**config.mk**
```make
export PLATFORM = sky130hd
export DESIGN_NAME = dehaze_top
export DESIGN_NICKNAME = d
export VERILOG_FILES = /design/src/fix_pkg.sv /design/src/pix_pkg.sv /design/src/dehaze_top.sv /design/src/delay_line.sv /design/src/scene_recover.sv /design/src/stage_ctrl.sv /design/src/transmission_est.sv /design/src/window_smooth.sv
export SDC_FILE = /design/constraint.sdc
export NUM_CORES = 2
export LEC_CHECK = 0
export ABC_AREA = 0
export BUFFER_PORTS_ARGS = -buffer_cell sky130_fd_sc_hd__buf_4
export CAP_MARGIN = 0
export CELL_PAD_IN_SITES_DETAIL_PLACEMENT = 0
export CELL_PAD_IN_SITES_GLOBAL_PLACEMENT = 2
export CORE_MARGIN = 4
export CORE_UTILIZATION = 36
export CTS_CLUSTER_DIAMETER = 60
export DETAILED_ROUTE_END_ITERATION = 10
export PLACE_DENSITY_LB_ADDON = 0.15
export SETUP_SLACK_MARGIN = 0.5
export SLEW_MARGIN = 40
export SYNTH_ARGS = -nofsm -noshare
export SYNTH_HDL_FRONTEND = slang
export SYNTH_HIERARCHICAL = 1
export SYNTH_SLANG_ARGS = --single-unit
export TNS_END_PERCENT = 5
```
**constraint.sdc**
```tcl
create_clock -name clk -period 8.2 [get_ports clk]
set_input_delay 0.41 -clock clk [delete_from_list [all_inputs] [get_ports clk]]
set_output_delay 0.41 -clock clk [all_outputs]
set_load 0.01 [all_outputs]
```
**src/fix_pkg.sv**
```systemverilog
// Fixed-point constants
package fix_pkg;

    // Inverse light width in Q0.14
    localparam int INV_W = 14;

    // Omega is 1 minus 2^-OMEGA_SHIFT
    localparam int OMEGA_SHIFT = 4;

    // Transmission in Q1.10 where 1.0 is 1024
    localparam int TRANS_W  = 11;
    localparam int HAZE_MAX = 1023;
    localparam int T_MIN    = 128;

    // Reciprocal table indexed by the upper transmission bits
    localparam int RECIP_IDX_SHIFT = 5;
    localparam int RECIP_W         = 12;
    localparam int RECIP_NUM       = 8192;
    localparam int RECIP_MAX       = (1 << RECIP_W) - 1;

    // 1/t in Q4.8 for one table index
    function automatic logic [RECIP_W-1:0] recip_entry(input int unsigned idx);
        int unsigned q;
        if (idx == 0) begin
            return RECIP_W'(RECIP_MAX);
        end
        q = RECIP_NUM / idx;
        // Indices below the floor never get used but still need a sane value
        if (q > RECIP_MAX) begin
            q = RECIP_MAX;
        end
        return RECIP_W'(q);
    endfunction

endpackage

```
**src/pix_pkg.sv**
```systemverilog
// Pixel and light types
package pix_pkg;

    // One colour channel
    typedef logic [7:0] chan_t;

    typedef struct packed {
        chan_t r;
        chan_t g;
        chan_t b;
    } rgb_t;

    // 3x3 window in row order with p5 as the center
    typedef struct packed {
        rgb_t p1;
        rgb_t p2;
        rgb_t p3;
        rgb_t p4;
        rgb_t p5;
        rgb_t p6;
        rgb_t p7;
        rgb_t p8;
        rgb_t p9;
    } window_t;

    // Inverse atmospheric light in Q0.14
    typedef struct packed {
        logic [fix_pkg::INV_W-1:0] inv_r;
        logic [fix_pkg::INV_W-1:0] inv_g;
        logic [fix_pkg::INV_W-1:0] inv_b;
    } inv_light_t;

    typedef struct packed {
        rgb_t       atm;
        inv_light_t inv;
    } light_t;

endpackage

```
**src/dehaze_top.sv**
```systemverilog
// Dehaze pipeline top level
module dehaze_top #(
    parameter int LATENCY = 6
) (
    input  logic             clk,
    input  logic             rst,
    input  logic             in_valid,
    input  pix_pkg::window_t win,
    input  pix_pkg::light_t  light,
    output logic             out_valid,
    output pix_pkg::rgb_t    out_pix
);
    import pix_pkg::*;
    import fix_pkg::*;

    logic [LATENCY-1:0] ld;
    rgb_t               smooth;
    light_t             light_d;
    rgb_t               center_d;
    logic [RECIP_W-1:0] inv_t;

    stage_ctrl #(
        .LATENCY(LATENCY)
    ) u_ctrl (
        .clk      (clk),
        .rst      (rst),
        .in_valid (in_valid),
        .ld       (ld),
        .out_valid(out_valid)
    );

    // Stages 1 and 2
    window_smooth u_smooth (
        .clk   (clk),
        .rst   (rst),
        .ld    (ld[1:0]),
        .win   (win),
        .smooth(smooth)
    );

    delay_line #(
        .T    (light_t),
        .DEPTH(2)
    ) u_light_dly (
        .clk(clk),
        .rst(rst),
        .en (ld[1:0]),
        .d  (light),
        .q  (light_d)
    );

    delay_line #(
        .T    (rgb_t),
        .DEPTH(2)
    ) u_center_dly (
        .clk(clk),
        .rst(rst),
        .en (ld[1:0]),
        .d  (win.p5),
        .q  (center_d)
    );

    // Stages 3 to 6
    transmission_est u_trans (
        .clk      (clk),
        .rst      (rst),
        .ld       (ld[3:2]),
        .smooth   (smooth),
        .inv_light(light_d.inv),
        .inv_t    (inv_t)
    );

    scene_recover u_recover (
        .clk    (clk),
        .rst    (rst),
        .ld     (ld[5:2]),
        .center (center_d),
        .atm    (light_d.atm),
        .inv_t  (inv_t),
        .out_pix(out_pix)
    );

endmodule

```
**src/delay_line.sv**
```systemverilog
// Enable-gated delay line
module delay_line #(
    parameter type T     = logic [7:0],
    parameter int  DEPTH = 2
) (
    input  logic             clk,
    input  logic             rst,
    input  logic [DEPTH-1:0] en,
    input  T                 d,
    output T                 q
);

    T tap [DEPTH];

    // Each tap advances with its own stage
    always_ff @(posedge clk) begin
        if (rst) begin
            for (int k = 0; k < DEPTH; k++) begin
                tap[k] <= '0;
            end
        end else begin
            if (en[0]) begin
                tap[0] <= d;
            end
            for (int k = 1; k < DEPTH; k++) begin
                if (en[k]) begin
                    tap[k] <= tap[k-1];
                end
            end
        end
    end

    assign q = tap[DEPTH-1];

endmodule

```
**src/scene_recover.sv**
```systemverilog
// Scene radiance recovery
module scene_recover (
    input  logic                        clk,
    input  logic                        rst,
    input  logic [3:0]                  ld,
    input  pix_pkg::rgb_t               center,
    input  pix_pkg::rgb_t               atm,
    input  logic [fix_pkg::RECIP_W-1:0] inv_t,
    output pix_pkg::rgb_t               out_pix
);
    import pix_pkg::*;
    import fix_pkg::*;

    localparam int CW     = $bits(chan_t);
    localparam int FRAC   = 8;
    localparam int PROD_W = CW + RECIP_W;

    // Per-pixel state for stages 3 to 5
    typedef struct packed {
        rgb_t       atm;
        rgb_t       mag;
        logic [2:0] ge;   // I >= A per channel, r in bit 2
    } recov_t;

    recov_t s3;
    recov_t s4;
    recov_t s5;

    function automatic chan_t abs_diff(input chan_t i, input chan_t a);
        return (i >= a) ? chan_t'(i - a) : chan_t'(a - i);
    endfunction

    // |I - A| / t with Q4.8 reciprocal, capped at 255
    function automatic chan_t scale_mag(input chan_t mag, input logic [RECIP_W-1:0] rt);
        logic [PROD_W-1:0] p;
        p = PROD_W'(mag) * PROD_W'(rt);
        if (|p[PROD_W-1:FRAC+CW]) begin
            return {CW{1'b1}};
        end
        return p[FRAC+CW-1:FRAC];
    endfunction

    function automatic chan_t combine(input chan_t a, input chan_t m, input logic ge);
        logic [CW:0] sum;
        sum = {1'b0, a} + {1'b0, m};
        if (ge) begin
            return sum[CW] ? {CW{1'b1}} : sum[CW-1:0];
        end
        return (m > a) ? '0 : chan_t'(a - m);
    endfunction

    // ========================================
    // Stages 3 to 6
    // ========================================

    always_ff @(posedge clk) begin
        if (rst) begin
            s3      <= '0;
            s4      <= '0;
            s5      <= '0;
            out_pix <= '0;
        end else begin
            if (ld[0]) begin
                s3.atm   <= atm;
                s3.mag.r <= abs_diff(center.r, atm.r);
                s3.mag.g <= abs_diff(center.g, atm.g);
                s3.mag.b <= abs_diff(center.b, atm.b);
                s3.ge    <= {center.r >= atm.r, center.g >= atm.g, center.b >= atm.b};
            end
            // Stage 4 copy lines up with inv_t
            if (ld[1]) begin
                s4 <= s3;
            end
            // mag holds the scaled value m from here on
            if (ld[2]) begin
                s5.atm   <= s4.atm;
                s5.ge    <= s4.ge;
                s5.mag.r <= scale_mag(s4.mag.r, inv_t);
                s5.mag.g <= scale_mag(s4.mag.g, inv_t);
                s5.mag.b <= scale_mag(s4.mag.b, inv_t);
            end
            if (ld[3]) begin
                out_pix.r <= combine(s5.atm.r, s5.mag.r, s5.ge[2]);
                out_pix.g <= combine(s5.atm.g, s5.mag.g, s5.ge[1]);
                out_pix.b <= combine(s5.atm.b, s5.mag.b, s5.ge[0]);
            end
        end
    end

endmodule

```
**src/stage_ctrl.sv**
```systemverilog
// Pipeline valid control
module stage_ctrl #(
    parameter int LATENCY = 6
) (
    input  logic               clk,
    input  logic               rst,
    input  logic               in_valid,
    output logic [LATENCY-1:0] ld,
    output logic               out_valid
);

    // Valid bit per stage, bit 1 is the first register stage
    logic [LATENCY:1] vld;

    always_ff @(posedge clk) begin
        if (rst) begin
            vld <= '0;
        end else begin
            vld <= {vld[LATENCY-1:1], in_valid};
        end
    end

    // Stage k+1 loads while stage k holds a pixel
    assign ld        = {vld[LATENCY-1:1], in_valid};
    assign out_valid = vld[LATENCY];

endmodule

```
**src/transmission_est.sv**
```systemverilog
// Transmission estimation
module transmission_est (
    input  logic                        clk,
    input  logic                        rst,
    input  logic [1:0]                  ld,
    input  pix_pkg::rgb_t               smooth,
    input  pix_pkg::inv_light_t         inv_light,
    output logic [fix_pkg::RECIP_W-1:0] inv_t
);
    import pix_pkg::*;
    import fix_pkg::*;

    localparam int PROD_W     = $bits(chan_t) + INV_W;
    localparam int HAZE_SHIFT = INV_W - (TRANS_W - 1);
    localparam int HAZE_W     = PROD_W - HAZE_SHIFT;
    localparam int T_ONE      = 1 << (TRANS_W - 1);
    localparam int T_MAX      = T_ONE - 1;
    localparam int IDX_W      = TRANS_W - 1 - RECIP_IDX_SHIFT;
    localparam int TBL_N      = 1 << IDX_W;

    chan_t              dark;
    logic [INV_W-1:0]   inv_sel;
    logic [INV_W-1:0]   inv_scaled;
    logic [PROD_W-1:0]  prod_q;
    logic [HAZE_W-1:0]  haze_raw;
    logic [TRANS_W-1:0] haze;
    logic [TRANS_W-1:0] t_raw;
    logic [TRANS_W-1:0] t_clamp;
    logic [IDX_W-1:0]   idx;
    logic [RECIP_W-1:0] recip_tbl [TBL_N];

    // ========================================
    // Stage 3 dark channel times omega/A
    // ========================================

    // Darkest channel wins, ties go red then green
    always_comb begin
        if (smooth.r <= smooth.g && smooth.r <= smooth.b) begin
            dark    = smooth.r;
            inv_sel = inv_light.inv_r;
        end else if (smooth.g <= smooth.b) begin
            dark    = smooth.g;
            inv_sel = inv_light.inv_g;
        end else begin
            dark    = smooth.b;
            inv_sel = inv_light.inv_b;
        end
    end

    assign inv_scaled = inv_sel - (inv_sel >> OMEGA_SHIFT);

    always_ff @(posedge clk) begin
        if (rst) begin
            prod_q <= '0;
        end else if (ld[0]) begin
            prod_q <= PROD_W'(dark) * PROD_W'(inv_scaled);
        end
    end

    // ========================================
    // Stage 4 transmission and 1/t lookup
    // ========================================

    assign haze_raw = prod_q[PROD_W-1:HAZE_SHIFT];

    always_comb begin
        haze  = (haze_raw > HAZE_MAX) ? TRANS_W'(HAZE_MAX) : haze_raw[TRANS_W-1:0];
        t_raw = TRANS_W'(T_ONE) - haze;
        if (t_raw < T_MIN) begin
            t_clamp = TRANS_W'(T_MIN);
        end else if (t_raw > T_MAX) begin
            t_clamp = TRANS_W'(T_MAX);
        end else begin
            t_clamp = t_raw;
        end
        // Top bit of t_clamp is always clear here
        idx = t_clamp[TRANS_W-2:RECIP_IDX_SHIFT];
    end

    for (genvar i = 0; i < TBL_N; i++) begin : g_recip
        assign recip_tbl[i] = recip_entry(i);
    end

    always_ff @(posedge clk) begin
        if (rst) begin
            inv_t <= '0;
        end else if (ld[1]) begin
            inv_t <= recip_tbl[idx];
        end
    end

endmodule

```
**src/window_smooth.sv**
```systemverilog
// Gaussian window smoothing
module window_smooth (
    input  logic             clk,
    input  logic             rst,
    input  logic [1:0]       ld,
    input  pix_pkg::window_t win,
    output pix_pkg::rgb_t    smooth
);
    import pix_pkg::*;

    localparam int CW           = $bits(chan_t);
    localparam int SUM_W        = CW + 2;
    localparam int ACC_W        = CW + 4;
    localparam int KERNEL_SHIFT = 4;

    localparam logic [1:0] SEL_R = 2'd0;
    localparam logic [1:0] SEL_G = 2'd1;
    localparam logic [1:0] SEL_B = 2'd2;

    window_t win_q;

    function automatic chan_t pick(input rgb_t p, input logic [1:0] sel);
        case (sel)
            SEL_R:   return p.r;
            SEL_G:   return p.g;
            default: return p.b;
        endcase
    endfunction

    // 1-2-1 kernel, corners x1, edges x2, center x4, then /16
    function automatic chan_t gauss(input window_t w, input logic [1:0] sel);
        logic [SUM_W-1:0] corners;
        logic [SUM_W-1:0] edges;
        logic [ACC_W-1:0] acc;
        corners = SUM_W'(pick(w.p1, sel)) + SUM_W'(pick(w.p3, sel))
                + SUM_W'(pick(w.p7, sel)) + SUM_W'(pick(w.p9, sel));
        edges   = SUM_W'(pick(w.p2, sel)) + SUM_W'(pick(w.p4, sel))
                + SUM_W'(pick(w.p6, sel)) + SUM_W'(pick(w.p8, sel));
        acc     = ACC_W'(corners) + ACC_W'({edges, 1'b0}) + ACC_W'({pick(w.p5, sel), 2'b00});
        return acc[ACC_W-1:KERNEL_SHIFT];
    endfunction

    // Stage 1 window register
    always_ff @(posedge clk) begin
        if (rst) begin
            win_q <= '0;
        end else if (ld[0]) begin
            win_q <= win;
        end
    end

    // Stage 2 smoothed pixel
    always_ff @(posedge clk) begin
        if (rst) begin
            smooth <= '0;
        end else if (ld[1]) begin
            smooth.r <= gauss(win_q, SEL_R);
            smooth.g <= gauss(win_q, SEL_G);
            smooth.b <= gauss(win_q, SEL_B);
        end
    end

endmodule
```
### Word-level counts from Yosys, hierarchy flattened

Memory sizes are Yosys's and may differ from the RTL's. A register that Yosys moved wholly into a read port is not among the register bits.
Cells that the tools add are included.

* register bits: 445
* output and inout port bits: 25
* logic and storage cells: 234
* memories kept: 3
* bits in read-only memories: 384
* memory bits (writable): 180
* input port bits: 285

* magnitude comparators: 12
* reductions and logical operators: 4
* mux-type cells: 112
* bitwise gates (word level): 5
* multiply operators: 4
* $add $sub $neg: 38

Memories
* (name not given): depth 32, width 12, read ports 1, clocked after Yosys merged registers in 1, wr ports 0, line transmission_est.sv:88 `inv_t <= recip_tbl[idx];`
* u_light_dly.tap: depth 2, width 66, read ports 2, clocked after Yosys merged registers in 0, wr ports 2, line delay_line.sv:13 `T tap [DEPTH];`
* u_center_dly.tap: depth 2, width 24, read ports 2, clocked after Yosys merged registers in 0, wr ports 2, line delay_line.sv:13

Operator list (count)
* 8-bit 2-to-1 mux: 77
* 66-bit 2-to-1 mux: 2
* 10-bit by 8-bit adder with 10-bit output: 12
* 8-bit by 8-bit adder with 9-bit output: 9
* 8-bit subtractor: 9
* 8-bit by 12-bit multiplier with 20-bit output: 3
* 24-bit 2-to-1 mux: 2
* 10-bit by 11-bit adder with 12-bit output: 3
* 12-bit by 10-bit adder with 12-bit output: 3
* 14-bit 2-to-1 mux: 2
* 1-bit 2-to-1 mux: 26
* 8-bit greater-or-equal comparator: 3
* 8-bit > comparator: 3
* 8-bit less-or-equal comparator: 3
* 8-bit by 14-bit multiplier with 22-bit output: 1
* 10-bit 2-to-1 mux: 2
* 18-bit by 10-bit > comparator with 1-bit output, second input constant: 1
* 14-bit by 10-bit subtractor with 14-bit output: 1
* 4-bit OR reduction: 3
* 11-bit by 10-bit > comparator with 1-bit output, second input constant: 1
* 11-bit by 8-bit < comparator with 1-bit output, second input constant: 1
* 11-bit 2-to-1 mux: 1
* 11-bit subtractor, first input constant: 1
* 5-bit NOT with 6-bit output: 1
* 2 further kinds: 5

### Logic depth before layout (Yosys ltp)

* word-level depth: 7
* mapped depth: 39

### Modules after synthesis

The synthesis kept the hierarchy.

Modules (own cells, without submodules)
* scene_recover: instances 1, area an instance 18941.9 µm², cells an instance 2171
* window_smooth: instances 1, area an instance 14017.2 µm², cells an instance 1420
* transmission_est: instances 1, area an instance 6786.5 µm², cells an instance 875
* delay_line at u_light_dly: instances 1, area an instance 5434.0 µm², cells an instance 347
* delay_line at u_center_dly: instances 1, area an instance 2049.5 µm², cells an instance 128
* stage_ctrl: instances 1, area an instance 165.2 µm², cells an instance 13

### Worst setup path after synthesis

No wires, ideal clock.

* path type: register -> register
* from: register u_smooth/smooth[2] (netlist name)
* to: register u_trans.prod_q[21]
* setup slack: -424 ps
* arrival: 8492 ps
* stages on the path, launching flop included: 39
* path buffers: 3
* cells stage by stage: dfxtp_1 > inv_1 > ha_1 > and3_4 > a221o_1 > a22o_1 > nor3_1 > buf_4 > clkbuf_1 > buf_1 > nor2_1 > a21o_1 > inv_1 > ha_1 > nor2b_1 > o21ai_0 > a21boi_0 > o21ai_0 > [3 not listed] > o31a_1 > nor3b_1 > xor2_1 > nor2_1 > fa_1 > fa_1 > fa_1 > inv_1 > fa_1 > inv_1 > ha_1 > a21o_1 > a21o_1 > a21oi_1 > a21boi_0 > nor2b_1 > nor3_1 > or3b_2

* longest elaborated chain between the ends: 5
* elaborated cells on any way between the ends: 9

Ends and longest elaborated chain
* 8-bit less-or-equal comparator, on equally long branches: line transmission_est.sv:41, transmission_est.sv:38
* 14-bit 2-to-1 mux / 1-bit logical AND (equally long branches): line transmission_est.sv:41, transmission_est.sv:38
* 14-bit 2-to-1 mux: line transmission_est.sv:38 `if (smooth.r <= smooth.g && smooth.r <= smooth.b) begin`
* 14-bit by 10-bit subtractor with 14-bit output: line transmission_est.sv:50 `assign inv_scaled = inv_sel - (inv_sel >> OMEGA_SHIFT);`
* 8-bit by 14-bit multiplier with 22-bit output (*): line transmission_est.sv:56 `prod_q <= PROD_W'(dark) * PROD_W'(inv_scaled);`
* end signal, assigned: line transmission_est.sv:56
* end, declared: line transmission_est.sv:24 `logic [PROD_W-1:0] prod_q;`

Mark *: on every way between the ends. The rest lies on a longest branch, timed or not.
A chain may end at the register's enable or synchronous reset.

### Worst setup path in the final report

* from: register u_smooth/smooth[1] (netlist name)
* to: register u_trans.prod_q[21]

* longest elaborated chain between the ends: 5
* elaborated cells on any way between the ends: 9

Ends and longest elaborated chain (line)
* 8-bit less-or-equal comparator, on equally long branches: transmission_est.sv:41, transmission_est.sv:38
* 14-bit 2-to-1 mux / 1-bit logical AND (equally long branches): transmission_est.sv:41, transmission_est.sv:38
* 14-bit 2-to-1 mux: transmission_est.sv:38
* 14-bit by 10-bit subtractor with 14-bit output: transmission_est.sv:50
* 8-bit by 14-bit multiplier with 22-bit output (*): transmission_est.sv:56

Marked as above.

==> impl_metrics.toml <==
[yosys]
syn_inst = 4954
netlist_area_um2 = 47400
async_reset_ff_share_pct = 0
yosysSeqAreaShare_pct = 30.5
synthDistinctLibCells = 103
syn_avg_cell_area_um2 = 9.57
synth-edff-count = 180
yosysTopAreaCell = "dfxtp_1"
yosysWarnings = 6
synth-seq-cells = 633
synth_fp_nets = 5989
synth_top_area_share_pct = 19.1
synth_area_leaders = "dfxtp_1 (19%), fa_1 (17%), edfxtp_1 (11%), ha_1 (9.3%), mux2i_1 (7.7%)"
ys.flop_type = "dfxtp_1"

[floorplanning]
start_util_pct = 36.4
io_pins = 310
die_area_um2 = 138000
die_w_um = 371
core_um2 = 130000
die_y_um = 371
rows = 132

[global_routing]
overflow = 0
grt_antenna_before_repair = 22
grt_pass1_wl_um = 206000
grt_max_degree = 133
gr-usage-all-layers_pct = 19.0
first_global_vias = 36100

[setup_path]
path_max_fanout = 5
end_kind = "flop"
max_stage_delay_ns = 0.50
crit_required_ns = 8.75
rrSetupSlack_ns = 0.35
cpMaxStageDelayCell = "fa_1"
rr_endpoint = "u_trans/prod_q[21]$_SDFFE_PP0P_"
worst_setup_path_start_kind = "flop"
criticalPathCategory = "flop to flop"
r2r-start = "u_smooth/smooth[1]$_SDFFE_PP0P_"
reg2reg_depth = 36
cp.arrival_ns = 8.40

[detailed_routing]
wirelength_um = 130000
drc_errors = 0
drtIter0Drc = 1574
antenna_left = 0
routed_via_density = 4.71
dr_total_vias = 34300
firstDrtPassIters = 5
wl_per_cell_um = 17.9

[clock_network]
clock-root-buffer = "clkbuf_16"
cts_tree = "done"
clock_latency_ns = 0.69
cts_buffer_depth = 3
cts.htree.levels = 3
cts_buffers = 91
cts.sinks = 633
cts.clk_slew.worst_paths_ns = 0.06

[sta]
rsz0062_at_grt = "true"
timing.final.hold_violations = 0
skew_ns = 0.0242
period_needed_ns = 7.85
fin_crit_sh_pct = 95.7
slew_headroom_pct = 41.7
maxClockFrequency_mhz = 127
tns_ns = 0
tightest_slew_ns = 0.873
finalSetupViolCount = 0
drv_slew = 0

[min_path]
hold_class = "primary input to flop"
whs_endpoint = "u_light_dly/tap[0][35]$_SDFFCE_PN0P_"
min_from = "light[35]"
min_path_cells = 2

[placement]
dp_hpwl_um = 99900
portBuffers = 309
placed_cells = 6796
gpl.final_weighted_congestion = 0.809

[finish]
drive_gt1_share_pct = 13.7
syn_to_final_growth_pct = 21.6
final_cells = 7272
fillers = 12800
finalNetCount = 6474

[run_status]
outcome = "complete, no violations"

[run]
maxCapViolCount = 0
## flip-flops by register name (all words and copies together), names as in the netlist
register / flops
u_smooth/smooth: 24
u_trans/inv_t: 12
u_recover/s3: 51
u_ctrl/vld: 6
u_smooth/win_q: 216
u_recover/out_pix: 24
u_trans/prod_q: 18
u_light_dly/tap: 132
u_center_dly/tap: 48
u_recover/s5: 51
u_recover/s4: 51
## synth_stat cells (all sizes together) (23+ instances only)
| cell type | n |
|---|---|
| nand2 | 174 |
| fa | 397 |
| o21ai | 102 |
| inv | 685 |
| nand3 | 38 |
| dfxtp | 453 |
| o211ai | 23 |
| edfxtp | 180 |
| a21o | 31 |
| a211oi | 61 |
| or2 | 36 |
| nor3 | 38 |
| nand2b | 25 |
| xnor2 | 77 |
| ha | 353 |
| a21oi | 165 |
| nor2 | 610 |
| buf | 150 |
| mux2i | 364 |
| xor2 | 41 |
| nand4 | 23 |
| and2 | 431 |
| nor2b | 38 |
| clkbuf | 145 |
## cells in the final DEF, fill, tap and decap left out, types with 30 or more instances in the layout
master / instances
fa_1: 395
dlygate4sd3_1: 266
nor3_1: 35
xnor2_1: 72
ha_1: 342
or2_2: 32
clkbuf_16: 93
o21ai_0: 69
nand2_1: 171
nor2b_1: 36
a211oi_1: 59
and2_1: 410
dfxtp_1: 433
nand3_1: 38
a21oi_1: 156
edfxtp_1: 180
nor2_1: 604
o21ai_1: 30
inv_1: 674
buf_4: 400
xor2_1: 39
a21o_1: 31
mux2i_1: 364
## what timing repair did
action / CTS / global route
pin swaps: 44 / 27
setup buffers: 17 / 5
hold buffers: 266 / 0
cloned: 2 / 0
gates resized for setup: 38 / 18
hold endpoints to repair: 272 / 0
setup endpoints to repair: 8 / 10
## how the worst max path moves through the flow
stage,startpoint,endpoint,slack (ns),depth (start not counted)
floorplan,u_smooth/smooth[1]$_SDFFE_PP0P_,u_trans/prod_q[20]$_SDFFE_PP0P_,0.25,39
global placement,u_smooth/smooth[3]$_SDFFE_PP0P_,u_trans/prod_q[21]$_SDFFE_PP0P_,0.11,36
detailed placement,u_smooth/smooth[3]$_SDFFE_PP0P_,u_trans/prod_q[21]$_SDFFE_PP0P_,0.11,36
CTS,u_smooth/smooth[1]$_SDFFE_PP0P_,u_trans/prod_q[18]$_SDFFE_PP0P_,0.39,37
global route,u_smooth/smooth[1]$_SDFFE_PP0P_,u_trans/prod_q[21]$_SDFFE_PP0P_,-0.04,36
finish,u_smooth/smooth[1]$_SDFFE_PP0P_,u_trans/prod_q[21]$_SDFFE_PP0P_,0.35,36
## metal layers
metal | track usage, % | vias to the layer above | routed length, µm
met4 | 5.35 | 10 | 3750
met5 | 0 | - | 75
met3 | 3.16 | 167 | 4540
met1 | 24.0 | 16400 | 57400
met2 | 33.6 | 550 | 64300
li1 | - | 17100 | -
## kinds of logic (layout without fill, tap and decap cells)
logic type / after synthesis / in the layout / share of synthesized area, %
AO/OA/AOI/OAI: 598 / 598 / 8.58
XOR/XNOR: 118 / 118 / 2.20
adder cells (fa/ha/maj): 750 / 750 / 26.1
buffers and inverters: 981 / 1541 / 8.83
flip-flops: 633 / 633 / 30.5
multiplexers: 372 / 372 / 7.89
other: 0 / 16 / 0
AND/OR/NAND/NOR: 1502 / 1502 / 15.9
## per-stage QoR
stage	utilization, %	cell area (µm²)	hold WS (ns)	setup WS [ns]
2_1_floorplan	-	47600	0.422	0.255
3_3_place_gp	39.3	51200	0.443	0.107
3_5_place_dp	39.4	51200	0.449	0.110
4_1_cts	44.1	57400	0.000441	0.387
5_1_grt	44.3	57600	0.0102	-0.0431
6_report	44.3	57600	0.0563	0.355
## worst max-delay path: cells and delay by family (launching register included)
kind / cells / cell delay [ns]
adders and majority gates: 7 / 2.66
and+or+nand+nor: 7 / 1.40
DFF: 1 / 0.35
buffers and inverters: 7 / 0.61
AOI/OAI and AO/OA: 15 / 2.74
## final cells by class
class	count	area [µm²]	area share [%]
antenna	16	40.0	0.0695
clock buffer	115	2550	4.43
clock inverter	53	654	1.14
inverter	686	2580	4.48
multi-input combinational	3340	29100	50.4
sequential	633	14500	25.2
tap	1742	2180	3.78
timing repair buffer	687	6050	10.5
Power is not shown: default switching activity piles up to over one toggle a cycle in this logic, so the estimate is an artifact.
